<file path="src/rv_isa_pkg.sv">
package rv_isa_pkg;

    typedef logic [31:0] word_t;     // data and address word
    typedef logic [4:0]  regaddr_t;  // register index
    typedef logic [2:0]  funct3_t;
    typedef logic [6:0]  funct7_t;

    // base opcodes, bits [1:0] always 2'b11
    typedef enum logic [6:0] {
        OPC_OP     = 7'b0110011,
        OPC_OP_IMM = 7'b0010011,
        OPC_LOAD   = 7'b0000011,
        OPC_STORE  = 7'b0100011,
        OPC_BRANCH = 7'b1100011,
        OPC_JAL    = 7'b1101111,
        OPC_JALR   = 7'b1100111,
        OPC_LUI    = 7'b0110111,
        OPC_AUIPC  = 7'b0010111,
        OPC_SYSTEM = 7'b1110011
    } opcode_t;

    // integer ops
    localparam funct3_t F3_ADD  = 3'b000;
    localparam funct3_t F3_SLL  = 3'b001;
    localparam funct3_t F3_SLT  = 3'b010;
    localparam funct3_t F3_SLTU = 3'b011;
    localparam funct3_t F3_XOR  = 3'b100;
    localparam funct3_t F3_SR   = 3'b101;  // srl / sra by funct7
    localparam funct3_t F3_OR   = 3'b110;
    localparam funct3_t F3_AND  = 3'b111;

    // branches
    localparam funct3_t F3_BEQ  = 3'b000;
    localparam funct3_t F3_BNE  = 3'b001;
    localparam funct3_t F3_BLT  = 3'b100;
    localparam funct3_t F3_BGE  = 3'b101;
    localparam funct3_t F3_BLTU = 3'b110;
    localparam funct3_t F3_BGEU = 3'b111;

    // loads and stores share the size encoding
    localparam funct3_t F3_LB   = 3'b000;
    localparam funct3_t F3_LH   = 3'b001;
    localparam funct3_t F3_LW   = 3'b010;
    localparam funct3_t F3_LBU  = 3'b100;
    localparam funct3_t F3_LHU  = 3'b101;
    localparam funct3_t F3_JALR = 3'b000;

    localparam funct7_t F7_BASE = 7'b0000000;
    localparam funct7_t F7_ALT  = 7'b0100000;  // sub, sra, srai

    typedef struct packed {
        funct7_t  funct7;
        regaddr_t rs2;
        regaddr_t rs1;
        funct3_t  funct3;
        regaddr_t rd;
        opcode_t  opcode;
    } instr_r_t;

    typedef struct packed {
        logic [11:0] imm;
        regaddr_t    rs1;
        funct3_t     funct3;
        regaddr_t    rd;
        opcode_t     opcode;
    } instr_i_t;

    // upper 12 bits are either funct7 + rs2 or a signed immediate
    typedef union packed {
        instr_r_t r;
        instr_i_t i;
    } instr_u;

    localparam word_t NOP_IR = 32'h0000_0013;  // addi x0, x0, 0
    localparam word_t NOP_PC = 32'hffff_ffff;

endpackage

</file>
<file path="src/id_pkg.sv">
package id_pkg;

    typedef enum logic [1:0] {
        ALU_OP1_X,
        ALU_OP1_RS1,
        ALU_OP1_IMMU
    } alu_op1_sel_t;

    typedef enum logic [2:0] {
        ALU_OP2_X,
        ALU_OP2_RS2,
        ALU_OP2_IMMI,
        ALU_OP2_IMMS,
        ALU_OP2_PC
    } alu_op2_sel_t;

    typedef enum logic [3:0] {
        ALU_ADD, ALU_SUB, ALU_SLL, ALU_SLT, ALU_SLTU,
        ALU_XOR, ALU_SRL, ALU_SRA, ALU_OR, ALU_AND
    } alu_mode_t;

    typedef enum logic [1:0] {MA_NONE, MA_LOAD, MA_STORE} ma_mode_t;

    // values follow the load funct3 encoding
    typedef enum logic [2:0] {
        MA_SIZE_B  = 3'b000,
        MA_SIZE_H  = 3'b001,
        MA_SIZE_W  = 3'b010,
        MA_SIZE_BU = 3'b100,
        MA_SIZE_HU = 3'b101
    } ma_size_t;

    typedef enum logic [1:0] {WB_SRC_ALU, WB_SRC_MEM, WB_SRC_PC4} wb_src_t;

    typedef enum logic [1:0] {PC_NEXT, PC_JUMP_REL, PC_JUMP_ABS, PC_BRANCH} pc_mode_t;

    typedef struct packed {
        alu_op1_sel_t alu_op1;
        alu_op2_sel_t alu_op2;
        alu_mode_t    alu_mode;
        ma_mode_t     ma_mode;
        ma_size_t     ma_size;
        wb_src_t      wb_src;
        logic         wb_valid;
        pc_mode_t     pc_mode;
        logic         ra_used;
        logic         rb_used;
        logic         halt;
    } ctrl_word_t;

    // forwarding from ex / ma, ready low means data not computed yet
    typedef struct packed {
        rv_isa_pkg::regaddr_t addr;
        rv_isa_pkg::word_t    data;
        logic                 valid;
        logic                 ready;
    } fwd_port_t;

    typedef struct packed {
        rv_isa_pkg::regaddr_t addr;
        rv_isa_pkg::word_t    data;
        logic                 valid;
    } wb_port_t;

    typedef struct packed {
        logic              valid;
        rv_isa_pkg::word_t addr;
    } jump_t;

    typedef struct packed {
        rv_isa_pkg::word_t pc;
        rv_isa_pkg::word_t ir;
        rv_isa_pkg::word_t alu_op1;
        rv_isa_pkg::word_t alu_op2;
        alu_mode_t         alu_mode;
        ma_mode_t          ma_mode;
        ma_size_t          ma_size;
        rv_isa_pkg::word_t ma_data;   // store data
        wb_src_t           wb_src;
        rv_isa_pkg::word_t wb_data;   // link address
        logic              wb_valid;
        logic              halt;
    } id_ex_t;

    localparam ctrl_word_t NOP_CW = '{
        alu_op1:  ALU_OP1_X,
        alu_op2:  ALU_OP2_X,
        alu_mode: ALU_ADD,
        ma_mode:  MA_NONE,
        ma_size:  MA_SIZE_W,
        wb_src:   WB_SRC_ALU,
        wb_valid: 1'b0,
        pc_mode:  PC_NEXT,
        ra_used:  1'b0,
        rb_used:  1'b0,
        halt:     1'b0
    };

    localparam id_ex_t ID_EX_BUBBLE = '{
        pc:       rv_isa_pkg::NOP_PC,
        ir:       rv_isa_pkg::NOP_IR,
        alu_op1:  '0,
        alu_op2:  '0,
        alu_mode: ALU_ADD,
        ma_mode:  MA_NONE,
        ma_size:  MA_SIZE_W,
        ma_data:  '0,
        wb_src:   WB_SRC_ALU,
        wb_data:  '0,
        wb_valid: 1'b0,
        halt:     1'b0
    };

endpackage

</file>
<file path="src/id_decoder.sv">
module id_decoder (
    input  rv_isa_pkg::instr_u  ir_i,
    output id_pkg::ctrl_word_t  cw_o
);
    import rv_isa_pkg::*;
    import id_pkg::*;

    // shared by OP and OP_IMM, alt selects sub / sra
    function automatic alu_mode_t alu_mode_of(input funct3_t f3, input logic alt);
        alu_mode_t m;
        case (f3)
            F3_ADD:  m = alt ? ALU_SUB : ALU_ADD;
            F3_SLL:  m = ALU_SLL;
            F3_SLT:  m = ALU_SLT;
            F3_SLTU: m = ALU_SLTU;
            F3_XOR:  m = ALU_XOR;
            F3_SR:   m = alt ? ALU_SRA : ALU_SRL;
            F3_OR:   m = ALU_OR;
            default: m = ALU_AND;
        endcase
        return m;
    endfunction

    funct3_t f3;
    funct7_t f7;
    logic    op_legal;
    logic    imm_legal;

    assign f3 = ir_i.r.funct3;
    assign f7 = ir_i.r.funct7;

    // only add/sub and srl/sra have an alternate funct7
    assign op_legal  = (f7 == F7_BASE) || (f7 == F7_ALT && (f3 == F3_ADD || f3 == F3_SR));
    assign imm_legal = (f3 == F3_SLL) ? (f7 == F7_BASE)
                     : (f3 == F3_SR)  ? (f7 == F7_BASE || f7 == F7_ALT)
                     : 1'b1;

    always_comb begin
        cw_o = NOP_CW;
        case (ir_i.r.opcode)
            OPC_OP: if (op_legal) begin
                cw_o.alu_op1  = ALU_OP1_RS1;
                cw_o.alu_op2  = ALU_OP2_RS2;
                cw_o.alu_mode = alu_mode_of(f3, f7[5]);
                cw_o.wb_valid = 1'b1;
                cw_o.ra_used  = 1'b1;
                cw_o.rb_used  = 1'b1;
            end
            OPC_OP_IMM: if (imm_legal) begin
                cw_o.alu_op1  = ALU_OP1_RS1;
                cw_o.alu_op2  = ALU_OP2_IMMI;
                cw_o.alu_mode = alu_mode_of(f3, f3 == F3_SR && f7[5]);  // no subi
                cw_o.wb_valid = 1'b1;
                cw_o.ra_used  = 1'b1;
            end
            OPC_LOAD: if (f3 inside {F3_LB, F3_LH, F3_LW, F3_LBU, F3_LHU}) begin
                cw_o.alu_op1  = ALU_OP1_RS1;
                cw_o.alu_op2  = ALU_OP2_IMMI;
                cw_o.ma_mode  = MA_LOAD;
                cw_o.ma_size  = ma_size_t'(f3);
                cw_o.wb_src   = WB_SRC_MEM;
                cw_o.wb_valid = 1'b1;
                cw_o.ra_used  = 1'b1;
            end
            OPC_STORE: if (f3 inside {F3_LB, F3_LH, F3_LW}) begin
                cw_o.alu_op1  = ALU_OP1_RS1;
                cw_o.alu_op2  = ALU_OP2_IMMS;
                cw_o.ma_mode  = MA_STORE;
                cw_o.ma_size  = ma_size_t'(f3);
                cw_o.ra_used  = 1'b1;
                cw_o.rb_used  = 1'b1;
            end
            OPC_BRANCH: if (f3 != 3'b010 && f3 != 3'b011) begin
                cw_o.pc_mode  = PC_BRANCH;
                cw_o.ra_used  = 1'b1;
                cw_o.rb_used  = 1'b1;
            end
            OPC_JAL: begin
                cw_o.pc_mode  = PC_JUMP_REL;
                cw_o.wb_src   = WB_SRC_PC4;
                cw_o.wb_valid = 1'b1;
            end
            OPC_JALR: if (f3 == F3_JALR) begin
                cw_o.pc_mode  = PC_JUMP_ABS;
                cw_o.wb_src   = WB_SRC_PC4;
                cw_o.wb_valid = 1'b1;
                cw_o.ra_used  = 1'b1;
            end
            OPC_LUI: begin
                cw_o.alu_op1  = ALU_OP1_IMMU;  // imm + 0
                cw_o.wb_valid = 1'b1;
            end
            OPC_AUIPC: begin
                cw_o.alu_op1  = ALU_OP1_IMMU;
                cw_o.alu_op2  = ALU_OP2_PC;
                cw_o.wb_valid = 1'b1;
            end
            OPC_SYSTEM: cw_o.halt = 1'b1;  // ecall / ebreak just stop the core
            default: cw_o = NOP_CW;
        endcase
    end

endmodule

</file>
<file path="src/id_regfile.sv">
module id_regfile #(
    parameter int NUM_REGS = 32
) (
    input  logic                 clk_i,
    input  rv_isa_pkg::regaddr_t rd1_addr_i,
    output rv_isa_pkg::word_t    rd1_data_o,
    input  rv_isa_pkg::regaddr_t rd2_addr_i,
    output rv_isa_pkg::word_t    rd2_data_o,
    input  rv_isa_pkg::regaddr_t wr_addr_i,
    input  rv_isa_pkg::word_t    wr_data_i,
    input  logic                 wr_en_i
);
    import rv_isa_pkg::*;

    word_t regs [1:NUM_REGS-1];  // x0 has no storage

    // x0 and anything past the last register read as zero
    function automatic logic in_range(input regaddr_t a);
        return (a != '0) && (int'(a) < NUM_REGS);
    endfunction

    always_comb begin
        rd1_data_o = in_range(rd1_addr_i) ? regs[rd1_addr_i] : '0;
        rd2_data_o = in_range(rd2_addr_i) ? regs[rd2_addr_i] : '0;
    end

    always_ff @(posedge clk_i) begin
        if (wr_en_i && in_range(wr_addr_i)) begin
            regs[wr_addr_i] <= wr_data_i;
        end
    end

endmodule

</file>
<file path="src/id_stage.sv">
module id_stage #(
    parameter int NUM_REGS = 32
) (
    input  logic                  clk_i,
    input  logic                  arst_n_i,
    input  rv_isa_pkg::word_t     pc_i,
    input  rv_isa_pkg::instr_u    ir_i,
    input  id_pkg::fwd_port_t     ex_fwd_i,
    input  id_pkg::fwd_port_t     ma_fwd_i,
    input  id_pkg::wb_port_t      wb_i,
    output logic                  ready_o,
    output id_pkg::jump_t         jmp_o,
    output id_pkg::id_ex_t        id_ex_o
);
    import rv_isa_pkg::*;
    import id_pkg::*;

    regaddr_t   rs1;
    regaddr_t   rs2;
    word_t      ir_w;
    word_t      imm_i, imm_s, imm_b, imm_u, imm_j;
    ctrl_word_t cw;

    assign rs1  = ir_i.r.rs1;
    assign rs2  = ir_i.r.rs2;
    assign ir_w = ir_i;

    always_comb begin
        imm_i = {{20{ir_i.i.imm[11]}}, ir_i.i.imm};  // i view
        imm_s = {{20{ir_w[31]}}, ir_i.r.funct7, ir_i.r.rd};
        imm_b = {{20{ir_w[31]}}, ir_w[7], ir_w[30:25], ir_w[11:8], 1'b0};
        imm_u = {ir_w[31:12], 12'b0};
        imm_j = {{12{ir_w[31]}}, ir_w[19:12], ir_w[20], ir_w[30:21], 1'b0};
    end

    id_decoder u_decoder (
        .ir_i (ir_i),
        .cw_o (cw)
    );

    word_t ra_rf, rb_rf;

    id_regfile #(
        .NUM_REGS (NUM_REGS)
    ) u_regfile (
        .clk_i      (clk_i),
        .rd1_addr_i (rs1),
        .rd1_data_o (ra_rf),
        .rd2_addr_i (rs2),
        .rd2_data_o (rb_rf),
        .wr_addr_i  (wb_i.addr),
        .wr_data_i  (wb_i.data),
        .wr_en_i    (wb_i.valid)
    );

    // port holds a pending result for register a
    function automatic logic pending(input fwd_port_t p, input regaddr_t a);
        return p.valid && !p.ready && p.addr == a && a != '0;
    endfunction

    // youngest producer wins: ex, then ma, then wb, then the array
    function automatic word_t bypass(input fwd_port_t ex, input fwd_port_t ma,
                                     input wb_port_t wb, input regaddr_t a,
                                     input word_t rf);
        word_t d;
        if (a == '0)
            d = '0;
        else if (ex.valid && ex.addr == a)
            d = ex.data;
        else if (ma.valid && ma.addr == a)
            d = ma.data;
        else if (wb.valid && wb.addr == a)
            d = wb.data;  // write lands next edge
        else
            d = rf;
        return d;
    endfunction

    logic  hazard;
    word_t ra, rb;

    always_comb begin
        ra = bypass(ex_fwd_i, ma_fwd_i, wb_i, rs1, ra_rf);
        rb = bypass(ex_fwd_i, ma_fwd_i, wb_i, rs2, rb_rf);
        hazard = (cw.ra_used && (pending(ex_fwd_i, rs1) || pending(ma_fwd_i, rs1)))
              || (cw.rb_used && (pending(ex_fwd_i, rs2) || pending(ma_fwd_i, rs2)));
        ready_o = !hazard;
    end

    word_t op1, op2;

    always_comb begin
        case (cw.alu_op1)
            ALU_OP1_RS1:  op1 = ra;
            ALU_OP1_IMMU: op1 = imm_u;
            default:      op1 = '0;
        endcase
        case (cw.alu_op2)
            ALU_OP2_RS2:  op2 = rb;
            ALU_OP2_IMMI: op2 = imm_i;
            ALU_OP2_IMMS: op2 = imm_s;
            ALU_OP2_PC:   op2 = pc_i;
            default:      op2 = '0;
        endcase
    end

    logic taken;

    always_comb begin
        case (ir_i.r.funct3)
            F3_BEQ:  taken = (ra == rb);
            F3_BNE:  taken = (ra != rb);
            F3_BLT:  taken = ($signed(ra) <  $signed(rb));
            F3_BGE:  taken = ($signed(ra) >= $signed(rb));
            F3_BLTU: taken = (ra <  rb);
            F3_BGEU: taken = (ra >= rb);
            default: taken = 1'b0;
        endcase
    end

    // jal needs no register, so it redirects even while stalled
    always_comb begin
        case (cw.pc_mode)
            PC_JUMP_REL: jmp_o = '{valid: 1'b1, addr: pc_i + imm_j};
            PC_JUMP_ABS: jmp_o = '{valid: !hazard, addr: ra + imm_i};
            PC_BRANCH:   jmp_o = '{valid: taken && !hazard, addr: pc_i + imm_b};
            default:     jmp_o = '{valid: 1'b0, addr: '0};
        endcase
    end

    id_ex_t ex_next;

    always_comb begin
        ex_next.pc       = pc_i;
        ex_next.ir       = ir_w;
        ex_next.alu_op1  = op1;
        ex_next.alu_op2  = op2;
        ex_next.alu_mode = cw.alu_mode;
        ex_next.ma_mode  = cw.ma_mode;
        ex_next.ma_size  = cw.ma_size;
        ex_next.ma_data  = rb;          // store data
        ex_next.wb_src   = cw.wb_src;
        ex_next.wb_data  = pc_i + 32'd4;
        ex_next.wb_valid = cw.wb_valid;
        ex_next.halt     = cw.halt;
    end

    always_ff @(posedge clk_i or negedge arst_n_i) begin
        if (!arst_n_i) begin
            id_ex_o <= ID_EX_BUBBLE;
        end else if (hazard) begin
            id_ex_o <= ID_EX_BUBBLE;  // fetch holds, execute gets a nop
        end else begin
            id_ex_o <= ex_next;
        end
    end

endmodule

</file>
<file path="config.mk">
export PLATFORM = sky130hd
export DESIGN_NAME = id_stage
export DESIGN_NICKNAME = d
export VERILOG_FILES = /design/src/rv_isa_pkg.sv /design/src/id_pkg.sv /design/src/id_decoder.sv /design/src/id_regfile.sv /design/src/id_stage.sv
export SDC_FILE = /design/constraint.sdc
export NUM_CORES = 2
export LEC_CHECK = 0
export BUFFER_PORTS_ARGS = -buffer_cell sky130_fd_sc_hd__buf_4
export CAP_MARGIN = 20
export CORE_MARGIN = 8
export CORE_UTILIZATION = 36
export CTS_BUF_LIST = sky130_fd_sc_hd__clkbuf_2
export DETAILED_ROUTE_END_ITERATION = 7
export SLEW_MARGIN = 20
export SYNTH_ARGS = -nofsm -noshare
export SYNTH_HDL_FRONTEND = slang
export SYNTH_SLANG_ARGS = --single-unit
</file>
<file path="constraint.sdc">
create_clock -name clk_i -period 5.6 [get_ports clk_i]
set_input_delay 0.56 -clock clk_i [delete_from_list [all_inputs] [get_ports clk_i]]
set_output_delay 0.56 -clock clk_i [all_outputs]
set_load 0.01 [all_outputs]
</file>
==> results <==
- TritonCTS built the clock tree.
- The post-route total power is 20.03 mW.
- Derived from the worst setup path, the maximum achievable clock frequency is 0.1423 GHz.
- The distinct cell type count after synthesis is 78.
- The worst setup path is captured at an output port.
- The total placed cells including tap cells is 6751.
- For this design the static power due to leakage is 29.36 nW.
- In the final layout, the share of cells above drive strength 1 is 0.3994.
- In the routed layout, each cell is associated on average with a via count of 5.901.
- The via count of the first global-routing pass came to 47143.
- For this run, the register share of the synthesized area comes to 0.5780.
- The worst path in the final design needs a cycle of 7.025 ns, including I/O delays and setup.
- For this run, the leading register cell type out of synthesis is edfxtp_1.
- STA classifies the critical path startpoint as a flop.
- The cell count after synthesis is 3876.
- The synthesis-to-layout area growth is 30.28%.
- The number of synthesis warnings is 0.
- The max-cap check violation count is 0.
- The final worst hold slack is 0.1307 ns.
- Global routing finished with a remaining overflow of 0.
- The post-synth net total is 4156.
- The tree built by TritonCTS fans out to 1197 sinks.
- The most common cell after layout, fill and taps aside is edfxtp_1.
- The async set-reset flop share out of synthesis is 0.1713.
- The number of endpoints failing setup at the final stage is 30.
- Of the available clock period, the critical path in the final layout requires 1.254.
- The DRC violation count after routing is 0.
- The number of violations reported at the end of detailed-routing iteration 0 is 5628.
- Clock tree synthesis selected as its root buffer the cell clkbuf_2.
- The power density over the cells is 254.2 nW/um^2.
- The first detailed-routing pass took 8 iterations.
- The detailed-route via count is 46016.
- The remaining number of nets flagged by the antenna check after routing is 0.
- Signal routing reaches up to met5.
- The clock tree synthesis step divided the H-tree into 5 levels.
- The headroom to the max-slew limit is 0.1823.
- The worst setup margin is -1.425 ns.
- Clock-pin slew was measured on the worst setup and hold paths at 0.10 ns.
- The run finished, with violations left.
- Clock latency on the worst-skew pair, taken at its later pin, is 1.70 ns.
- The maximum number of pins on one net before global-route repair is 150.
- The final reports fail on setup timing.
- The initial antenna violation count is 18.
- The count of input and output buffers is 420.
- Across every metal layer, demand over resource in global routing totals 0.2576.
- The first-pass GRT wire length is 337.8 mm.
- The setup path with the least slack is of type reg2out.
- For this run, the post-layout net count is 5663.
- The die is 425.9 microns wide.
- The number of pins with negative max-slew slack in the final report is 0.
- The transition at the pin with the smallest max-transition slack is 1.224 ns.
- The number of failing hold endpoints at the final stage is 0.
- Leaving out fill and tap cells, the most frequent cells in the layout are edfxtp_1, buf_4, mux4_2, dlygate4sd3_1, clkbuf_2.
- The wire length the detailed router placed on met1 is 90.33 mm.
- The overall die area is 181400 sq um.
- The congestion estimate from routability-driven global placement came to 0.9456.
- The maximum fanout encountered on the critical timing path is 2.
- The worst-case IR drop observed on VDD is 0.2078 mV.
- In this run, synthesis produced a sequential element count of 1197.
- Counting flops with a built-in enable in the synthesized netlist gives 992.
- In this run, CTS created clock tree buffers numbering 312.
- The wire-length estimate of the detail-placed layout is 155.5 mm.
- The average footprint of a synthesized cell is 15.61 sq um.
- The post-route clock skew is 0.1123 ns.
- The mean routed wirelength per cell is 30.97 microns.
- Measured along the y axis, the die boundary spans 425.9 microns.
- The kind of path behind the tightest hold check is in2reg.
- The longest clock path from root to sink contains 4 buffers.
- Data arrives at the worst endpoint at 6.46 ns.
- The placeable core region is 167000 sq um.
- In this run the cell area of the synthesized design comes to 60490 sq um.
- Setup repair after global routing could not meet its margin everywhere.
- The post-placement worst setup slack is -1.012 ns.
- The initial utilization of the core area, before any placement, comes to 0.3621.
- The initialized floorplan defines 150 standard-cell rows.
- Leaving out filler cells and counting taps, the final layout contains 7798.
- The number of top-level pins is 421.
- The met3 layer wire length in the routed design is 24.80 mm.
- For the worst setup path, the data required time is 5.04 ns.
- Summed over all nets, wire length on met2 after detailed routing comes to 113.7 mm.
- The final layout contains routed wiring with a total length of 241.5 mm.
critical path, cell delays in order (launching register included):
cell and delay, ns:
edfxtp_1 0.40, mux4_2 0.46, mux4_2 0.50, mux2i_1 0.22
a211oi_2 0.18, a21oi_1 0.28, buf_4 0.17, a21oi_1 0.10
nand2_1 0.11, ha_1 0.16, nand4_1 0.17, nor3_2 0.29
buf_4 0.15, nand4_1 0.08, buf_6 0.16, or4_4 0.44
mux2i_1 0.19, a21oi_1 0.07, nor3_2 0.20, nor3_2 0.08
a31oi_4 0.21, buf_6 0.13
routing by layer:
layer / track usage / vias to the layer above
met1: 0.3241 / 23515
met4: 0.1186 / 12
met3: 0.06235 / 639
li1: - / 18912
met2: 0.4216 / 2938
met5: 0 / -
cell families after synthesis:
group / after synthesis / share of synthesized area
flops: 1197 / 0.5780
simple gates: 777 / 0.06100
mux: 689 / 0.2244
compound gates: 688 / 0.07540
buf+inv: 318 / 0.02484
xor+xnor: 109 / 0.01578
fa+ha+maj: 98 / 0.02052
layout make-up:
type                       count  area [sq um]
tap                         2204          2758
multi-input combinational   2361         25120
antenna                        8         20.02
fill                       14419         88230
timing repair buffer        1484         13170
inverter                      27         101.3
clock inverter                98         575.6
clock buffer                 419          2097
sequential                  1197         34960
state kept, by name (all words and copies together), names as in the netlist:
| signal | cells |
|---|---|
| u_regfile.regs | 992 |
| id_ex_o | 205 |
final timing paths:
kind                                           to                             start  slack [ns]  cells past startpoint
min                         id_ex_o[58]$_DFF_PN0_                          wb_i[23]        0.13                      8
min reg2reg                id_ex_o[123]$_DFF_PN0_  u_regfile.regs[10][14]$_DFFE_PP_        1.52                      9
max                                     jmp_o[32]  u_regfile.regs[16][27]$_DFFE_PP_       -1.42                     21
max reg2reg                id_ex_o[135]$_DFF_PN0_   u_regfile.regs[3][26]$_DFFE_PP_        1.27                     30
min in group asynchronous   id_ex_o[86]$_DFF_PN0_                          arst_n_i        0.57                      5
max in group asynchronous  id_ex_o[138]$_DFF_PN0_                          arst_n_i        3.87                      6
where the power goes:
group	switching [mW]	internal, mW	total, mW	leakage, nW
clock	3.68	2.34	6.02	2.03
sequential	0.0696	9.82	9.89	11.5
combinational	2.12	2.00	4.12	15.9
per-stage QoR:
step / cell area [sq um] / utilization / setup TNS, ns
floorplan: 60490 / - / 0
global placement: 70010 / 0.4192 / -14.24
detailed placement: 70050 / 0.4194 / -14.51
CTS: 78330 / 0.4690 / -32.87
global route: 78790 / 0.4717 / -33.94
finish: 78800 / 0.4718 / -25.20
cells in the mapped netlist, types with 10 or more instances:
library cell,instances,share of area
buf_2,81,0.0067
nand4_1,19,0.0020
edfxtp_1,992,0.49
xor2_1,65,0.0094
nand2b_1,46,0.0048
inv_1,27,0.0017
clkbuf_1,140,0.0087
o311ai_1,13,0.0019
nor2_1,321,0.020
mux2i_1,149,0.025
nand2_1,135,0.0084
buf_6,18,0.0034
buf_1,32,0.0020
a31oi_1,15,0.0016
o21ai_0,65,0.0054
o22ai_1,20,0.0021
nor3_1,43,0.0036
ha_1,96,0.020
o211ai_1,20,0.0025
nor2b_1,27,0.0028
o21ai_1,25,0.0021
a211oi_1,102,0.013
and3_1,44,0.0046
o21a_1,31,0.0038
dfstp_2,36,0.016
or3_1,10,0.0010
nand3_1,45,0.0037
dfrtp_1,169,0.070
buf_4,19,0.0024
a21oi_1,216,0.018
a221oi_1,22,0.0032
mux4_2,533,0.20
o2bb2ai_1,19,0.0028
o221ai_1,20,0.0029
xnor2_1,44,0.0064
and2_1,43,0.0044
a21oi_2,21,0.0030
a21o_1,39,0.0048
what timing repair did:
item | CTS | global route
setup buffers | 33 | 9
cloned | 0 | 0
endpoints found under the hold margin | 2078 | 173
endpoints found under the setup margin | 32 | 31
hold buffers | 482 | 8
resized for setup | 132 | 70
pin swaps | 67 | 32
No activity file was read; power rests on OpenSTA's default activity.
